===== src/hdl/soc_mem_pkg.sv =====
`default_nettype none

// Memory geometry, address map and the fetch and MMU port types
package soc_mem_pkg;

    // Data word width
    localparam int unsigned XLEN = 32;

    // Memory depth in words, 4 KB total
    localparam int unsigned MEM_WORDS = 1024;

    // Word index width into the array
    localparam int unsigned MEM_ADDR_WIDTH = 10;

    // One cache line holds four words
    localparam int unsigned LINE_WIDTH = 128;

    // Memory region, shared by fetch and data bus
    localparam logic [XLEN-1:0] DMEM_BASE  = 32'h0000_0000;
    localparam logic [XLEN-1:0] DMEM_LIMIT = 32'h0000_0FFF;

    // Fetch request from the instruction cache
    typedef struct packed {
        logic            req;
        logic [XLEN-1:0] addr;
    } type_icache2imem_s;

    // Line response back to the instruction cache
    typedef struct packed {
        logic                  ack;
        logic [LINE_WIDTH-1:0] data;
    } type_imem2icache_s;

    // Page-table walk read request
    typedef struct packed {
        logic            r_req;
        logic [XLEN-1:0] paddr;
    } type_mmu2dmem_s;

    // Single-word response to the walker
    typedef struct packed {
        logic            r_valid;
        logic [XLEN-1:0] r_data;
    } type_dmem2mmu_s;

endpackage : soc_mem_pkg

`default_nettype wire

===== src/hdl/dbus_pkg.sv =====
`default_nettype none

// Data-bus request and response types plus the decode result
package dbus_pkg;

    // Peripheral block base, 16 bytes long
    localparam logic [soc_mem_pkg::XLEN-1:0] PERI_BASE = 32'h0001_0000;

    // Three scratch registers and one store counter
    localparam int unsigned PERI_REGS = 4;

    // Request from the data-bus master
    typedef struct packed {
        logic                            cyc;
        logic                            w_en;
        logic [soc_mem_pkg::XLEN/8-1:0]  sel_byte;
        logic [soc_mem_pkg::XLEN-1:0]    addr;
        logic [soc_mem_pkg::XLEN-1:0]    w_data;
    } type_dbus2peri_s;

    // Response from a data-bus target
    typedef struct packed {
        logic                         ack;
        logic                         err;
        logic [soc_mem_pkg::XLEN-1:0] r_data;
    } type_peri2dbus_s;

    // Where a data-bus address lands
    typedef enum logic [1:0] {
        TGT_DMEM = 2'd0,
        TGT_PERI = 2'd1,
        TGT_NONE = 2'd2
    } dbus_target_e;

endpackage : dbus_pkg

`default_nettype wire


===== src/hdl/addr_decoder.sv =====
`timescale 1ns/1ps
`default_nettype none

module addr_decoder (
    // Fetch address from the instruction cache
    input  wire [soc_mem_pkg::XLEN-1:0]     icache_addr_i,

    // Data-bus request as seen by all targets
    input  wire dbus_pkg::type_dbus2peri_s  dbus2dec_i,

    // Target responses, zero when not selected
    input  wire dbus_pkg::type_peri2dbus_s  dmem_rsp_i,
    input  wire dbus_pkg::type_peri2dbus_s  peri_rsp_i,

    // Target selects
    output logic                            imem_sel_o,
    output logic                            dmem_sel_o,
    output logic                            peri_sel_o,

    // Merged response to the master
    output dbus_pkg::type_peri2dbus_s       dbus_rsp_o
);

    dbus_pkg::dbus_target_e target;

    logic in_dmem;
    logic in_peri;

    // Fetch only allowed inside the memory region
    assign imem_sel_o = (icache_addr_i >= soc_mem_pkg::DMEM_BASE) &&
                        (icache_addr_i <= soc_mem_pkg::DMEM_LIMIT);

    // Region hits for the data bus
    assign in_dmem = (dbus2dec_i.addr >= soc_mem_pkg::DMEM_BASE) &&
                     (dbus2dec_i.addr <= soc_mem_pkg::DMEM_LIMIT);
    assign in_peri = (dbus2dec_i.addr >= dbus_pkg::PERI_BASE) &&
                     (dbus2dec_i.addr < dbus_pkg::PERI_BASE + 32'(dbus_pkg::PERI_REGS * 4));

    // Idle bus decodes to no target
    always_comb begin
        if (!dbus2dec_i.cyc) begin
            target = dbus_pkg::TGT_NONE;
        end else if (in_dmem) begin
            target = dbus_pkg::TGT_DMEM;
        end else if (in_peri) begin
            target = dbus_pkg::TGT_PERI;
        end else begin
            target = dbus_pkg::TGT_NONE;
        end
    end

    assign dmem_sel_o = (target == dbus_pkg::TGT_DMEM);
    assign peri_sel_o = (target == dbus_pkg::TGT_PERI);

    // Response mux
    always_comb begin
        dbus_rsp_o = '0;
        case (target)
            dbus_pkg::TGT_DMEM: begin
                dbus_rsp_o = dmem_rsp_i;
            end
            dbus_pkg::TGT_PERI: begin
                dbus_rsp_o = peri_rsp_i;
            end
            default: begin
                // Unmapped access, error ack in the same cycle
                dbus_rsp_o.ack = dbus2dec_i.cyc;
                dbus_rsp_o.err = dbus2dec_i.cyc;
            end
        endcase
    end

endmodule : addr_decoder

`default_nettype wire


===== config.mk =====
export PLATFORM = sky130hd
export DESIGN_NAME = addr_decoder
export DESIGN_NICKNAME = d
export VERILOG_FILES = /design/src/hdl/soc_mem_pkg.sv /design/src/hdl/dbus_pkg.sv /design/src/hdl/addr_decoder.sv
export SDC_FILE = /design/constraint.sdc
export NUM_CORES = 1
export LEC_CHECK = 0
export ABC_AREA = 1
export BUFFER_PORTS_ARGS = -buffer_cell sky130_fd_sc_hd__buf_2
export CORE_AREA = 2 2 81 83
export DETAILED_ROUTE_END_ITERATION = 8
export DIE_AREA = 0 0 83 85
export PLACE_DENSITY_LB_ADDON = 0.15
export SYNTH_ARGS = -nofsm -noshare
export SYNTH_HDL_FRONTEND = slang
export SYNTH_SLANG_ARGS = --single-unit

===== constraint.sdc =====
create_clock -name vclk -period 2.5
set_clock_uncertainty 0.2 [all_clocks]
set_input_delay 0.125 -clock vclk [all_inputs]
set_output_delay 0.125 -clock vclk [all_outputs]
set_load 0.01 [all_outputs]

==> results_dict.tcl <==
set metrics [dict create \
    fin_setup_tns_ps 0 \
    slew_viol_final 0 \
    min_period_ps 2007 \
    grt_pass1_wl_um 6437 \
    setup_ws_ps 493.2 \
    grt_max_degree 47 \
    dpl_cell_area_mm2 0.001843 \
    hold_depth 4 \
    cts_resized 0 \
    slew_headroom_pct 60.46 \
    final_nets 521 \
    hold_buffers 0 \
    period_share_pct 80.27 \
    nClkBuffers 0 \
    die_w_um 83 \
    synth_top_area_share_pct 16.57 \
    busiest_layer "met2" \
    worst_pin_slew_ps 591.7 \
    diodes 0 \
    hpwlAfterDp_um 3404 \
    grt_util_met1_pct 10.96 \
    criticalPathCategory "in -> out" \
    synth.cell_area_mm2 0.001042 \
    grt_usage_pct 10.32 \
    met3_usage_pct 2.043 \
    core_area_mm2 0.006205 \
    p_leak_uw 0.001158 \
    power.density_mw_per_mm2 81.23 \
    overflow 0 \
    drc 0 \
    synthDistinctLibCells 18 \
    endpoint_kind "output pin" \
    vias 1748 \
    synth-seq-area-share_pct 0 \
    synthTopCellsByArea "nor2_1 (17%), nand2_1 (15%), inv_1 (12%), o21bai_2 (11%), nor3_1 (11%)" \
    ir_drop_mv 0.04211 \
    cp-start-kind "primary input" \
    gp_congestion 0.7035 \
    avgViaCountPerCell 4.103 \
    firstDrtPassIters 3 \
    dieArea_mm2 0.007055 \
    grt_setup_unrepaired "no" \
    cap_violations 0 \
    setup_violations 0 \
    layout-drive-gt1-share_pct 49.28 \
    die_h_um 85 \
    antenna_found_initial 0 \
    ios 207 \
    synth_top_cell_by_area "nor2_1" \
    row_count 29 \
    status "finished clean" \
    pre_cts_slack_ps 427.3 \
    cts_setup_buffers 0 \
    initial_utilization_pct 16.80 \
    port-buffer-count 154 \
    postSynthCellCount 205 \
    worstPathArrival_ps 1680 \
    hold_violations 0 \
    wl_per_cell_um 9.338 \
    yosysWarnings 0 \
    crit_path_max_fanout 23 \
    final_area_mm2 0.001843 \
    syn_avg_cell_area_um2 5.084 \
    postSynthNetCount 375 \
    drt-initial-drc-count 39 \
    critPathRequiredTime_ps 2170 \
    layout_commonest_cell "buf_2" \
    min_to "imem_sel_o" \
    wl_um 3978 \
    ant_nets 0 \
    fmax_ghz 0.4983 \
    grt_pass1_vias 1622 \
    hp-class "in -> out" \
    hp-start "icache_addr_i[16]" \
    seq_cell_count 0 \
    synthToLayoutAreaGrowth_pct 76.83 \
    seq_area_um2 0 \
    gr-usage-met2_pct 21.92 \
    layout_common_cells "buf_2 (154), nor2_1 (46), nand2_1 (42), inv_1 (33), nor3_1 (22)" \
]
-- how the worst max path moves through the flow --
stage / to / cells past startpoint / slack, ps / start
finish: dbus_rsp_o[21] / 9 / 490 / dbus2dec_i[58]
global route: dbus_rsp_o[28] / 11 / 260 / dbus2dec_i[58]
CTS: dbus_rsp_o[2] / 9 / 430 / dbus2dec_i[58]
detailed placement: dbus_rsp_o[2] / 9 / 430 / dbus2dec_i[58]
global placement: dbus_rsp_o[2] / 11 / 390 / dbus2dec_i[58]
floorplan: dbus_rsp_o[10] / 11 / 930 / dbus2dec_i[56]
-- per-stage QoR --
| stage | instances | total power [uW] | util, % | hold WS [ps] |
|---|---|---|---|---|
| final | 426 | 149.7 | 29.70 | 368.9 |
| after global routing | 426 | 170.3 | 29.70 | 399.0 |
| after CTS | 426 | 152.4 | 29.70 | 369.5 |
| after detailed placement | 426 | 151.5 | 29.70 | 367.6 |
| after global placement | 426 | 150.0 | 29.70 | 369.2 |
| after floorplan | 205 | 56.19 | - | 182.4 |
-- where the power goes --
| group | total (uW) | internal [uW] | switching [uW] |
|---|---|---|---|
| Combinational | 150 | 91.3 | 58.4 |
| Clock | 0 | 0 | 0 |
| Sequential | 0 | 0 | 0 |
| Total | 150 | 91.3 | 58.4 |
-- cells by family (layout without fill, tap and decap cells) --
logic type	Yosys count	count (layout)	synth area share (%)
and+or+nand+nor	127	127	52.10
buffers and inverters	45	189	20.89
AOI/OAI and AO/OA	33	33	27.01
-- cells in the mapped netlist, types with 2 or more instances --
library cell,instances
o21bai_2,10
o21bai_1,12
nand3_1,4
nor3_1,22
nor2_2,3
nand2_2,2
buf_4,4
inv_1,33
nand4_1,3
nor2_1,46
nor4_1,4
nand2_1,42
buf_2,3
o22ai_1,10
buf_6,4
-- worst max-delay path, stage by stage --
cell     delay, ps
buf_2           90
nor2_1          90
nand2_1         80
nor2_2         130
nand3_1        220
a21oi_4        570
nand2_1        100
nor2_1         110
buf_2          140
-- layer usage --
metal  wire length, um  share of wire, %
met2              1975                50
met5                 0                 0
met1              1552                39
met3               449                11
met4                 0                 0
-- cell type report --
class                           count  area, um2
Fill cell                         722       4362
Multi-Input combinational cell    160      824.5
Timing Repair Buffer              156      798.3
Inverter                           33      123.9
Tap cell                           77      96.34
No activity file was read; power rests on OpenSTA's default activity.
