<file path="src/hdl/soc_mem_pkg.sv">
`default_nettype none

// Memory geometry, address map and the fetch and MMU port types
package soc_mem_pkg;

    // Data word width
    localparam int unsigned XLEN = 32;

    // Memory depth in words, 4 KB total
    localparam int unsigned MEM_WORDS = 1024;

    // Word index width into the array
    localparam int unsigned MEM_ADDR_WIDTH = 10;

    // One cache line holds four words
    localparam int unsigned LINE_WIDTH = 128;

    // Memory region, shared by fetch and data bus
    localparam logic [XLEN-1:0] DMEM_BASE  = 32'h0000_0000;
    localparam logic [XLEN-1:0] DMEM_LIMIT = 32'h0000_0FFF;

    // Fetch request from the instruction cache
    typedef struct packed {
        logic            req;
        logic [XLEN-1:0] addr;
    } type_icache2imem_s;

    // Line response back to the instruction cache
    typedef struct packed {
        logic                  ack;
        logic [LINE_WIDTH-1:0] data;
    } type_imem2icache_s;

    // Page-table walk read request
    typedef struct packed {
        logic            r_req;
        logic [XLEN-1:0] paddr;
    } type_mmu2dmem_s;

    // Single-word response to the walker
    typedef struct packed {
        logic            r_valid;
        logic [XLEN-1:0] r_data;
    } type_dmem2mmu_s;

endpackage : soc_mem_pkg

`default_nettype wire
</file>
<file path="src/hdl/dbus_pkg.sv">
`default_nettype none

// Data-bus request and response types plus the decode result
package dbus_pkg;

    // Peripheral block base, 16 bytes long
    localparam logic [soc_mem_pkg::XLEN-1:0] PERI_BASE = 32'h0001_0000;

    // Three scratch registers and one store counter
    localparam int unsigned PERI_REGS = 4;

    // Request from the data-bus master
    typedef struct packed {
        logic                            cyc;
        logic                            w_en;
        logic [soc_mem_pkg::XLEN/8-1:0]  sel_byte;
        logic [soc_mem_pkg::XLEN-1:0]    addr;
        logic [soc_mem_pkg::XLEN-1:0]    w_data;
    } type_dbus2peri_s;

    // Response from a data-bus target
    typedef struct packed {
        logic                         ack;
        logic                         err;
        logic [soc_mem_pkg::XLEN-1:0] r_data;
    } type_peri2dbus_s;

    // Where a data-bus address lands
    typedef enum logic [1:0] {
        TGT_DMEM = 2'd0,
        TGT_PERI = 2'd1,
        TGT_NONE = 2'd2
    } dbus_target_e;

endpackage : dbus_pkg

`default_nettype wire

</file>
<file path="src/hdl/periph_regs.sv">
`timescale 1ns/1ps
`default_nettype none

module periph_regs (
    input  wire                             clk,
    input  wire                             rst_n,
    input  wire dbus_pkg::type_dbus2peri_s  dbus2peri_i,
    input  wire                             peri_sel_i,
    output dbus_pkg::type_peri2dbus_s       peri2dbus_o
);

    // Top entry is the store counter, the rest are scratch
    logic [soc_mem_pkg::XLEN-1:0]           regs_q [dbus_pkg::PERI_REGS];
    logic [$clog2(dbus_pkg::PERI_REGS)-1:0] reg_idx;
    logic                                   bus_wr;
    logic                                   bus_rd;
    logic                                   scratch_wr;
    logic                                   rd_ack_q;
    logic [soc_mem_pkg::XLEN-1:0]           rdata_q;

    assign reg_idx    = dbus2peri_i.addr[$clog2(dbus_pkg::PERI_REGS)+1:2];
    assign bus_wr     = peri_sel_i & dbus2peri_i.w_en;
    assign bus_rd     = peri_sel_i & ~dbus2peri_i.w_en;
    // Counter register takes the ack but no data
    assign scratch_wr = bus_wr && (reg_idx < dbus_pkg::PERI_REGS - 1);

    always_ff @(posedge clk) begin
        if (!rst_n) begin
            for (int r = 0; r < dbus_pkg::PERI_REGS; r++) begin
                regs_q[r] <= '0;
            end
        end else if (scratch_wr) begin
            for (int b = 0; b < soc_mem_pkg::XLEN / 8; b++) begin
                if (dbus2peri_i.sel_byte[b]) begin
                    regs_q[reg_idx][b*8 +: 8] <= dbus2peri_i.w_data[b*8 +: 8];
                end
            end
            // Count every accepted scratch write
            regs_q[dbus_pkg::PERI_REGS-1] <= regs_q[dbus_pkg::PERI_REGS-1] + 1'b1;
        end
    end

    // Same load timing as the memory port
    always_ff @(posedge clk) begin
        if (!rst_n) begin
            rd_ack_q <= 1'b0;
        end else begin
            rd_ack_q <= bus_rd & ~rd_ack_q;
        end
    end

    always_ff @(posedge clk) begin
        if (bus_rd & ~rd_ack_q) begin
            rdata_q <= regs_q[reg_idx];
        end
    end

    // Zero response unless selected
    always_comb begin
        peri2dbus_o     = '0;
        peri2dbus_o.ack = bus_wr | (bus_rd & rd_ack_q);
        if (bus_rd & rd_ack_q) begin
            peri2dbus_o.r_data = rdata_q;
        end
    end

endmodule : periph_regs

`default_nettype wire

</file>
<file path="config.mk">
export PLATFORM = sky130hd
export DESIGN_NAME = periph_regs
export DESIGN_NICKNAME = d
export VERILOG_FILES = /design/src/hdl/soc_mem_pkg.sv /design/src/hdl/dbus_pkg.sv /design/src/hdl/periph_regs.sv
export SDC_FILE = /design/constraint.sdc
export NUM_CORES = 1
export LEC_CHECK = 0
export BUFFER_PORTS_ARGS = -buffer_cell sky130_fd_sc_hd__buf_4
export CELL_PAD_IN_SITES_DETAIL_PLACEMENT = 0
export CELL_PAD_IN_SITES_GLOBAL_PLACEMENT = 2
export CORE_MARGIN = 2
export CORE_UTILIZATION = 35
export DETAILED_ROUTE_END_ITERATION = 12
export PLACE_DENSITY_LB_ADDON = 0.1
export SLEW_MARGIN = 0
export SYNTH_ARGS = -nofsm -noshare
export SYNTH_HDL_FRONTEND = slang
export SYNTH_SLANG_ARGS = --single-unit
</file>
<file path="constraint.sdc">
create_clock -name clk -period 8 [get_ports clk]
set_clock_uncertainty 0.15 [all_clocks]
set_input_delay 0.4 -clock clk [delete_from_list [all_inputs] [get_ports clk]]
set_output_delay 0.4 -clock clk [all_outputs]
set_load 0.01 [all_outputs]
</file>
==> summary.txt, run 1 <==
Critical path
  • Reg-to-reg endpoint: regs_q[3][30]
  • Max FO, Critical Path: 5
  • Family with the most delay on the worst path: simple AND/OR/NAND/NOR gates
  • CP Data Arrival Time: 2.59 ns
  • Worst setup startpoint: regs_q[3][0]
  • WP data required: 8.12 ns
  • Critical path cell sequence: ha_1, nand4_2, or4_1, or4_1, a21oi_1
  • Worst setup path endpoint: regs_q[3][30]
  • Crit end category: register
  • Crit path top cell by count: or4_1
  • Launch point of the worst reg-to-reg path: regs_q[3][0]
  • Stages on the worst setup path: 5
  • Startpoint types: register
  • R2R cell count: 5
  • R2R setup slack: 5.53 ns
  • Crit path max-delay cell type: or4_1
  • WS Path Type: reg2reg
  • Max incr delay on CP: 0.65 ns
  • CP Buf/Inv Count: 0

Logic synthesis
  • Syn nets: 614
  • Number of synthesized flops with an enable pin: 160
  • Synth Cell Area: 0.00756 mm²
  • Synth cell types: 35
  • Yosys warnings: 0
  • Synth Area per Inst: 14.0 µm²
  • Most used DFF post-synth: edfxtp_1
  • Sequential fraction of the synthesis area: 0.639
  • Register bit total from synthesis: 161
  • Synth Instances: 540
  • Async set-reset flop share out of synthesis: 0

GRT
  • Remaining Overflow, GRT: 0
  • Initial antenna violation count: 0
  • First-pass GRT wire length: 28500 µm
  • Gr usage total: 0.172
  • Largest net degree at the start of global routing: 37
  • Number of global-route vias before repair: 4837

Timing
  • Period utilisation layout: 0.309
  • RSZ-0062 raised after global routing: false
  • Final setup viols: 0
  • Max Fclk: 0.404 GHz
  • Slew HR: 0.182
  • Fin crit period: 2.47 ns
  • TNS Setup: 0 ns
  • Hold Vio Cnt, Final: 0
  • Worst slew pin tran: 1.21 ns
  • Final Max Slew Viols: 0
  • Final Hold Slack: 0.144 ns

Floorplanning
  • Core area: 0.0211 mm²
  • Site Rows: 53
  • IO Pins: 107
  • Initial core utilization: 0.358
  • Die Y: 151 µm
  • Die area: 0.0228 mm²
  • Chip width: 151 µm

Route
  • Uppermost routed layer: met4
  • Met3 WL: 714 µm
  • Post-route DRC violation count: 0
  • Drt first pass iters: 4
  • Metal-1 WL: 8800 µm
  • Routed Wire Length: 18700 µm
  • Routed len/inst: 21.0 µm
  • Initial DRC Count: 349
  • Post-route ant nets: 0
  • Metal2 WL: 9010 µm
  • Drt via density: 5.42
  • Routed via count: 4813

Clock network
  • CTS Hold Bufs: 0
  • CTS Sinks: 161
  • Post-CTS Setup Inserts: 0
  • CTS Buf Count: 17
  • CTS root buffer: clkbuf_16
  • CTS Buffer Depth: 2
  • Clock Latency Late Sink: 0.42 ns
  • Clock-pin slew on the worst setup and hold paths: 0.07 ns
  • Htree depth: 4
  • Cells resized by post-CTS repair: 0
  • CTS tree: built

Final layout
  • Share of cells above drive strength 1: 0.246
  • Area of the multi-input gates: 0.00257 mm²
  • Most frequent cells in the layout: edfxtp_1, and3_1, buf_4
  • Sequential cell area: 0.00482 mm²
  • Commonest non-fill, non-tap cell in the layout: edfxtp_1
  • Antenna Cells: 0
  • Fill count: 2008
  • Synthesis-to-finish area growth: 17.9%
  • Fin nets: 674
  • Core Util, Final: 0.423

Hold path
  • Hold Path Class: in2reg

Run status
  • Status: complete, no violations

Placed design
  • GP Congestion: 0.745
  • Detail Placement HPWL: 11500 µm
  • IO Port Bufs: 74

Pwr
  • Peak supply drop: 0.158 mV
  • Lkg Pwr: 3.39 nW
  • Pwr/cell area: 213 mW/mm²
  • Tot Pwr: 1.90 mW

Flow run
  • Max-cap violations: 0
==> sequential cells by signal, summed over array words and instances, names as in the netlist <==
| name | cells |
|---|---|
| regs_q | 128 |
| rdata_q | 32 |
| rd_ack_q | 1 |
==> layer usage <==
metal | vias up | GRT usage
met5 | - | 0
met2 | 111 | 0.272
li1 | 2223 | -
met4 | 0 | 0.0421
met3 | 9 | 0.0331
met1 | 2470 | 0.247
==> cells by family after synthesis <==
logic type               count (synthesis)  synth area share
AO/OA/AOI/OAI                           39            0.0315
flip-flops                             161             0.639
adder cells (fa/ha/maj)                  1           0.00166
buffers and inverters                   43            0.0233
other                                    1          0.000496
AND/OR/NAND/NOR                        250             0.194
XOR/XNOR                                10            0.0116
multiplexers                            35            0.0994
==> worst min path at each step <==
stage,depth (start not counted),start,end
2_1_floorplan,1,regs_q[3][0],regs_q[3][0]
5_1_grt,2,dbus2peri_i[8],regs_q[1][8]
4_1_cts,2,dbus2peri_i[11],regs_q[0][11]
3_3_place_gp,1,regs_q[2][16],rdata_q[16]
6_report,2,dbus2peri_i[28],regs_q[1][28]
3_5_place_dp,1,regs_q[0][16],rdata_q[16]
==> metrics by stage <==
step	area [µm²]	instances	setup WS [ns]
2_1_floorplan	7560	540	4.54
5_1_grt	8910	888	5.40
4_1_cts	8910	888	5.54
3_5_place_dp	8370	856	5.24
3_3_place_gp	8370	856	5.25
6_report	8910	888	5.53
==> cell usage after synthesis, drive strengths merged, types with 2 or more instances <==
library cell | n | share of area
nor3 | 6 | 0.0040
and3 | 99 | 0.082
xor2 | 5 | 0.0058
nand2 | 36 | 0.018
mux2i | 3 | 0.0040
or4 | 12 | 0.012
mux4 | 32 | 0.095
clkbuf | 36 | 0.018
nor2 | 13 | 0.0065
nor3b | 3 | 0.0030
nand4 | 13 | 0.012
a21oi | 15 | 0.0099
o21ai | 8 | 0.0053
and4 | 3 | 0.0035
edfxtp | 160 | 0.64
o21a | 4 | 0.0040
nand3 | 14 | 0.0093
or3 | 8 | 0.0073
o31ai | 10 | 0.0099
and2 | 38 | 0.031
xnor2 | 5 | 0.0058
buf | 5 | 0.0045
inv | 2 | 0.00099
nor4 | 3 | 0.0025
==> report_power, final <==
part           switching, mW  internal, mW  leakage (nW)
clock network          0.344         0.428         0.259
logic                 0.0653        0.0543          1.57
registers             0.0263         0.981          1.56
==> cell type report <==
cell class	count	area share
clock buffers	19	0.0486
clock inverters	13	0.0124
inverters	2	0.000843
multi-input cells	336	0.289
flip-flops and latches	161	0.541
well taps	275	0.0386
repair buffers	82	0.0691
Note: power is estimated with default switching activity, not from simulation.
==> run 2: changes to the inputs <==
Settings changed: ABC_AREA set to 1.
Clock period 8 ns to 2.6 ns, I/O delays scaled along.
==> summary.txt, run 2 <==
Hold path
  • Worst hold endpoint: regs_q[2][11]
  • WHS Path Cells: 4
  • Hold Path Class: in2reg
  • Worst Hold Launch: dbus2peri_i[65]

Logic synthesis
  • Share of the synthesized area in the top cell type: 0.621
  • Synth area leaders: edfxtp_1, nor2_1, nand2_1, inv_1, a22oi_1
  • Cell taking the most area after synthesis: edfxtp_1
  • Most frequent cell after synthesis: nor2_1
  • Syn nets: 856
  • Register bit total from synthesis: 161
  • Synth Instances: 782
  • Synth cell count leaders: nor2_1, edfxtp_1, nand2_1
  • Async set-reset flop share out of synthesis: 0
  • Number of synthesized flops with an enable pin: 160
  • Sequential fraction of the synthesis area: 0.623
  • Synth cell types: 27
  • Synth Area per Inst: 9.90 µm²
  • Synth Cell Area: 0.00774 mm²
  • Most used DFF post-synth: edfxtp_1
  • Yosys warnings: 0

Pwr
  • Flop pwr share: 0.504
  • Switch Pwr: 1.49 mW
  • Peak supply drop: 0.372 mV
  • Int Power: 4.63 mW
  • Clock power share: 0.420
  • Switching share of total power: 0.243
  • Pwr/cell area: 635 mW/mm²
  • Lkg Pwr: 3.81 nW
  • Comb pwr share: 0.076

Clock network
  • Post-CTS Setup Inserts: 0
  • Htree depth: 4
  • CTS Buf Count: 17
  • CTS Sinks: 161
  • Clock-pin slew on the worst setup and hold paths: 0.07 ns
  • Clock Latency Late Sink: 0.42 ns
  • CTS Buffer Depth: 2
  • Cells resized by post-CTS repair: 0
  • CTS Hold Bufs: 34
  • CTS root buffer: clkbuf_16
  • CTS tree: built

Flow run
  • Max-cap violations: 0

GRT
  • Largest net degree at the start of global routing: 33
  • Grt met3 use: 0.0304
  • Number of global-route vias before repair: 5791
  • M1 GR Usage: 0.288
  • Remaining Overflow, GRT: 0
  • Gr usage total: 0.185
  • Top Usage Layer GRT: met1
  • Initial antenna violation count: 0
  • GR Util met2: 0.275
  • First-pass GRT wire length: 33000 µm

Timing
  • Period utilisation layout: 0.889
  • TNS Setup: 0 ns
  • Hold Vio Cnt, Final: 0
  • Max Fclk: 0.433 GHz
  • Fin crit period: 2.31 ns
  • Final Hold Slack: 0.115 ns
  • RSZ-0062 raised after global routing: false
  • Slew HR: 0.507
  • Worst slew pin tran: 0.737 ns
  • Final Max Slew Viols: 0
  • Final setup viols: 0

Floorplanning
  • Die Y: 153 µm
  • Initial core utilization: 0.356
  • Chip width: 153 µm
  • IO Pins: 107
  • Die area: 0.0233 mm²
  • Site Rows: 54
  • Core area: 0.0218 mm²

Critical path
  • R2R cell count: 8
  • WP data required: 2.32 ns
  • Crit path max-delay cell type: dlygate4sd3_1
  • WS Path Type: in2out
  • CP Buf/Inv Count: 4
  • Critical path cell sequence: dlygate4sd3_1, buf_4, nor2_1, nand2_1, buf_4, nor2_1, buf_4
  • R2R setup slack: 0.58 ns
  • Startpoint types: input pin
  • Family with the most delay on the worst path: buffers and inverters
  • CP Data Arrival Time: 2.03 ns
  • Crit path top cell by count: buf_4
  • Crit end category: output pin
  • Reg-to-reg endpoint: regs_q[3][22]
  • Launch point of the worst reg-to-reg path: regs_q[3][0]
  • Max incr delay on CP: 0.53 ns
  • Max FO, Critical Path: 15

Final layout
  • Commonest non-fill, non-tap cell in the layout: nor2_1
  • Antenna Cells: 0
  • Top Registers: regs_q: 128 flops, rdata_q: 32 flops, rd_ack_q: 1 flops
  • Fill count: 2182
  • Register bank with the most flops: regs_q
  • Largest register FFs: 128
  • Most frequent cells in the layout: nor2_1, edfxtp_1, nand2_1
  • Fin nets: 984
  • Synthesis-to-finish area growth: 24.4%
  • Share of cells above drive strength 1: 0.170
  • Sequential cell area: 0.00482 mm²
  • Area of the multi-input gates: 0.00239 mm²

Route
  • Routed via count: 5796
  • Drt via density: 4.82
  • Drt first pass iters: 5
  • Routed Wire Length: 21200 µm
  • Post-route DRC violation count: 0
  • Post-route ant nets: 0
  • Routed len/inst: 17.6 µm
  • Initial DRC Count: 319

Placed design
  • Detail Placement HPWL: 15400 µm
  • IO Port Bufs: 74
  • GP Congestion: 0.797

Run status
  • Status: complete, no violations
-- run 2: power by group through the flow --
| stage | Clock (mW) | Combinational [mW] | Sequential, mW |
|---|---|---|---|
| after floorplan | 0 | 0.257 | 3.11 |
| after global placement | 0 | 0.427 | 3.13 |
| after detailed placement | 0 | 0.432 | 3.14 |
| after CTS | 2.62 | 0.473 | 3.08 |
| after global routing | 2.75 | 0.520 | 3.10 |
| final | 2.57 | 0.466 | 3.08 |
-- run 2: worst reg2reg max path, cell delays in order, from the launching register on --
cell      delay [ns]
edfxtp_1        0.45
ha_1            0.21
nand2_1         0.11
nor2_1          0.24
nand3_1         0.18
nor2_2          0.24
nand3_1         0.10
nand2_1         0.07
nor2_1          0.04
-- run 2: layout make-up --
cell class / instances / share of cell area
multi-input cells: 496 / 0.249
repair buffers: 134 / 0.113
flip-flops and latches: 161 / 0.501
clock inverters: 15 / 0.0175
clock buffers: 17 / 0.0442
inverters: 100 / 0.0390
well taps: 280 / 0.0364
-- run 2: worst max-delay path by stage --
stage          slack, ns        endpoint            start  cells after the start
2_1_floorplan       0.42      rdata_q[0]         rd_ack_q                      1
3_3_place_gp        0.58   regs_q[3][26]     regs_q[3][0]                      8
3_5_place_dp        0.58   regs_q[3][22]     regs_q[3][0]                      8
4_1_cts             0.22  peri2dbus_o[2]  dbus2peri_i[68]                      7
5_1_grt             0.16  peri2dbus_o[3]  dbus2peri_i[68]                      7
6_report            0.29  peri2dbus_o[2]  dbus2peri_i[68]                      7
-- run 2: stage by stage --
step	power, mW	setup slack [ns]	cells	cell area [µm²]	util
6_report	6.12	0.289	1203	9630	0.443
5_1_grt	6.36	0.158	1203	9630	0.443
4_1_cts	6.17	0.220	1203	9630	0.443
3_5_place_dp	3.57	0.577	1137	8690	0.400
3_3_place_gp	3.56	0.577	1137	8690	0.400
2_1_floorplan	3.37	0.421	782	7750	-
-- run 2: cells by family (layout without fill, tap and decap cells) --
logic type               Yosys count  after routing  share of synthesized area
AO/OA/AOI/OAI                     77             77                     0.0663
XOR/XNOR                           1              1                    0.00113
adder cells (fa/ha/maj)            1              1                    0.00162
buffers and inverters            125            266                     0.0692
flip-flops                       161            161                      0.623
other                              1              1                   0.000484
AND/OR/NAND/NOR                  416            416                      0.238
-- run 2: layer usage --
layer / vias up / share of wire
met5: - / 0
met4: 0 / 0.0052
met3: 5 / 0.049
met1: 2790 / 0.50
met2: 151 / 0.44
li1: 2850 / -
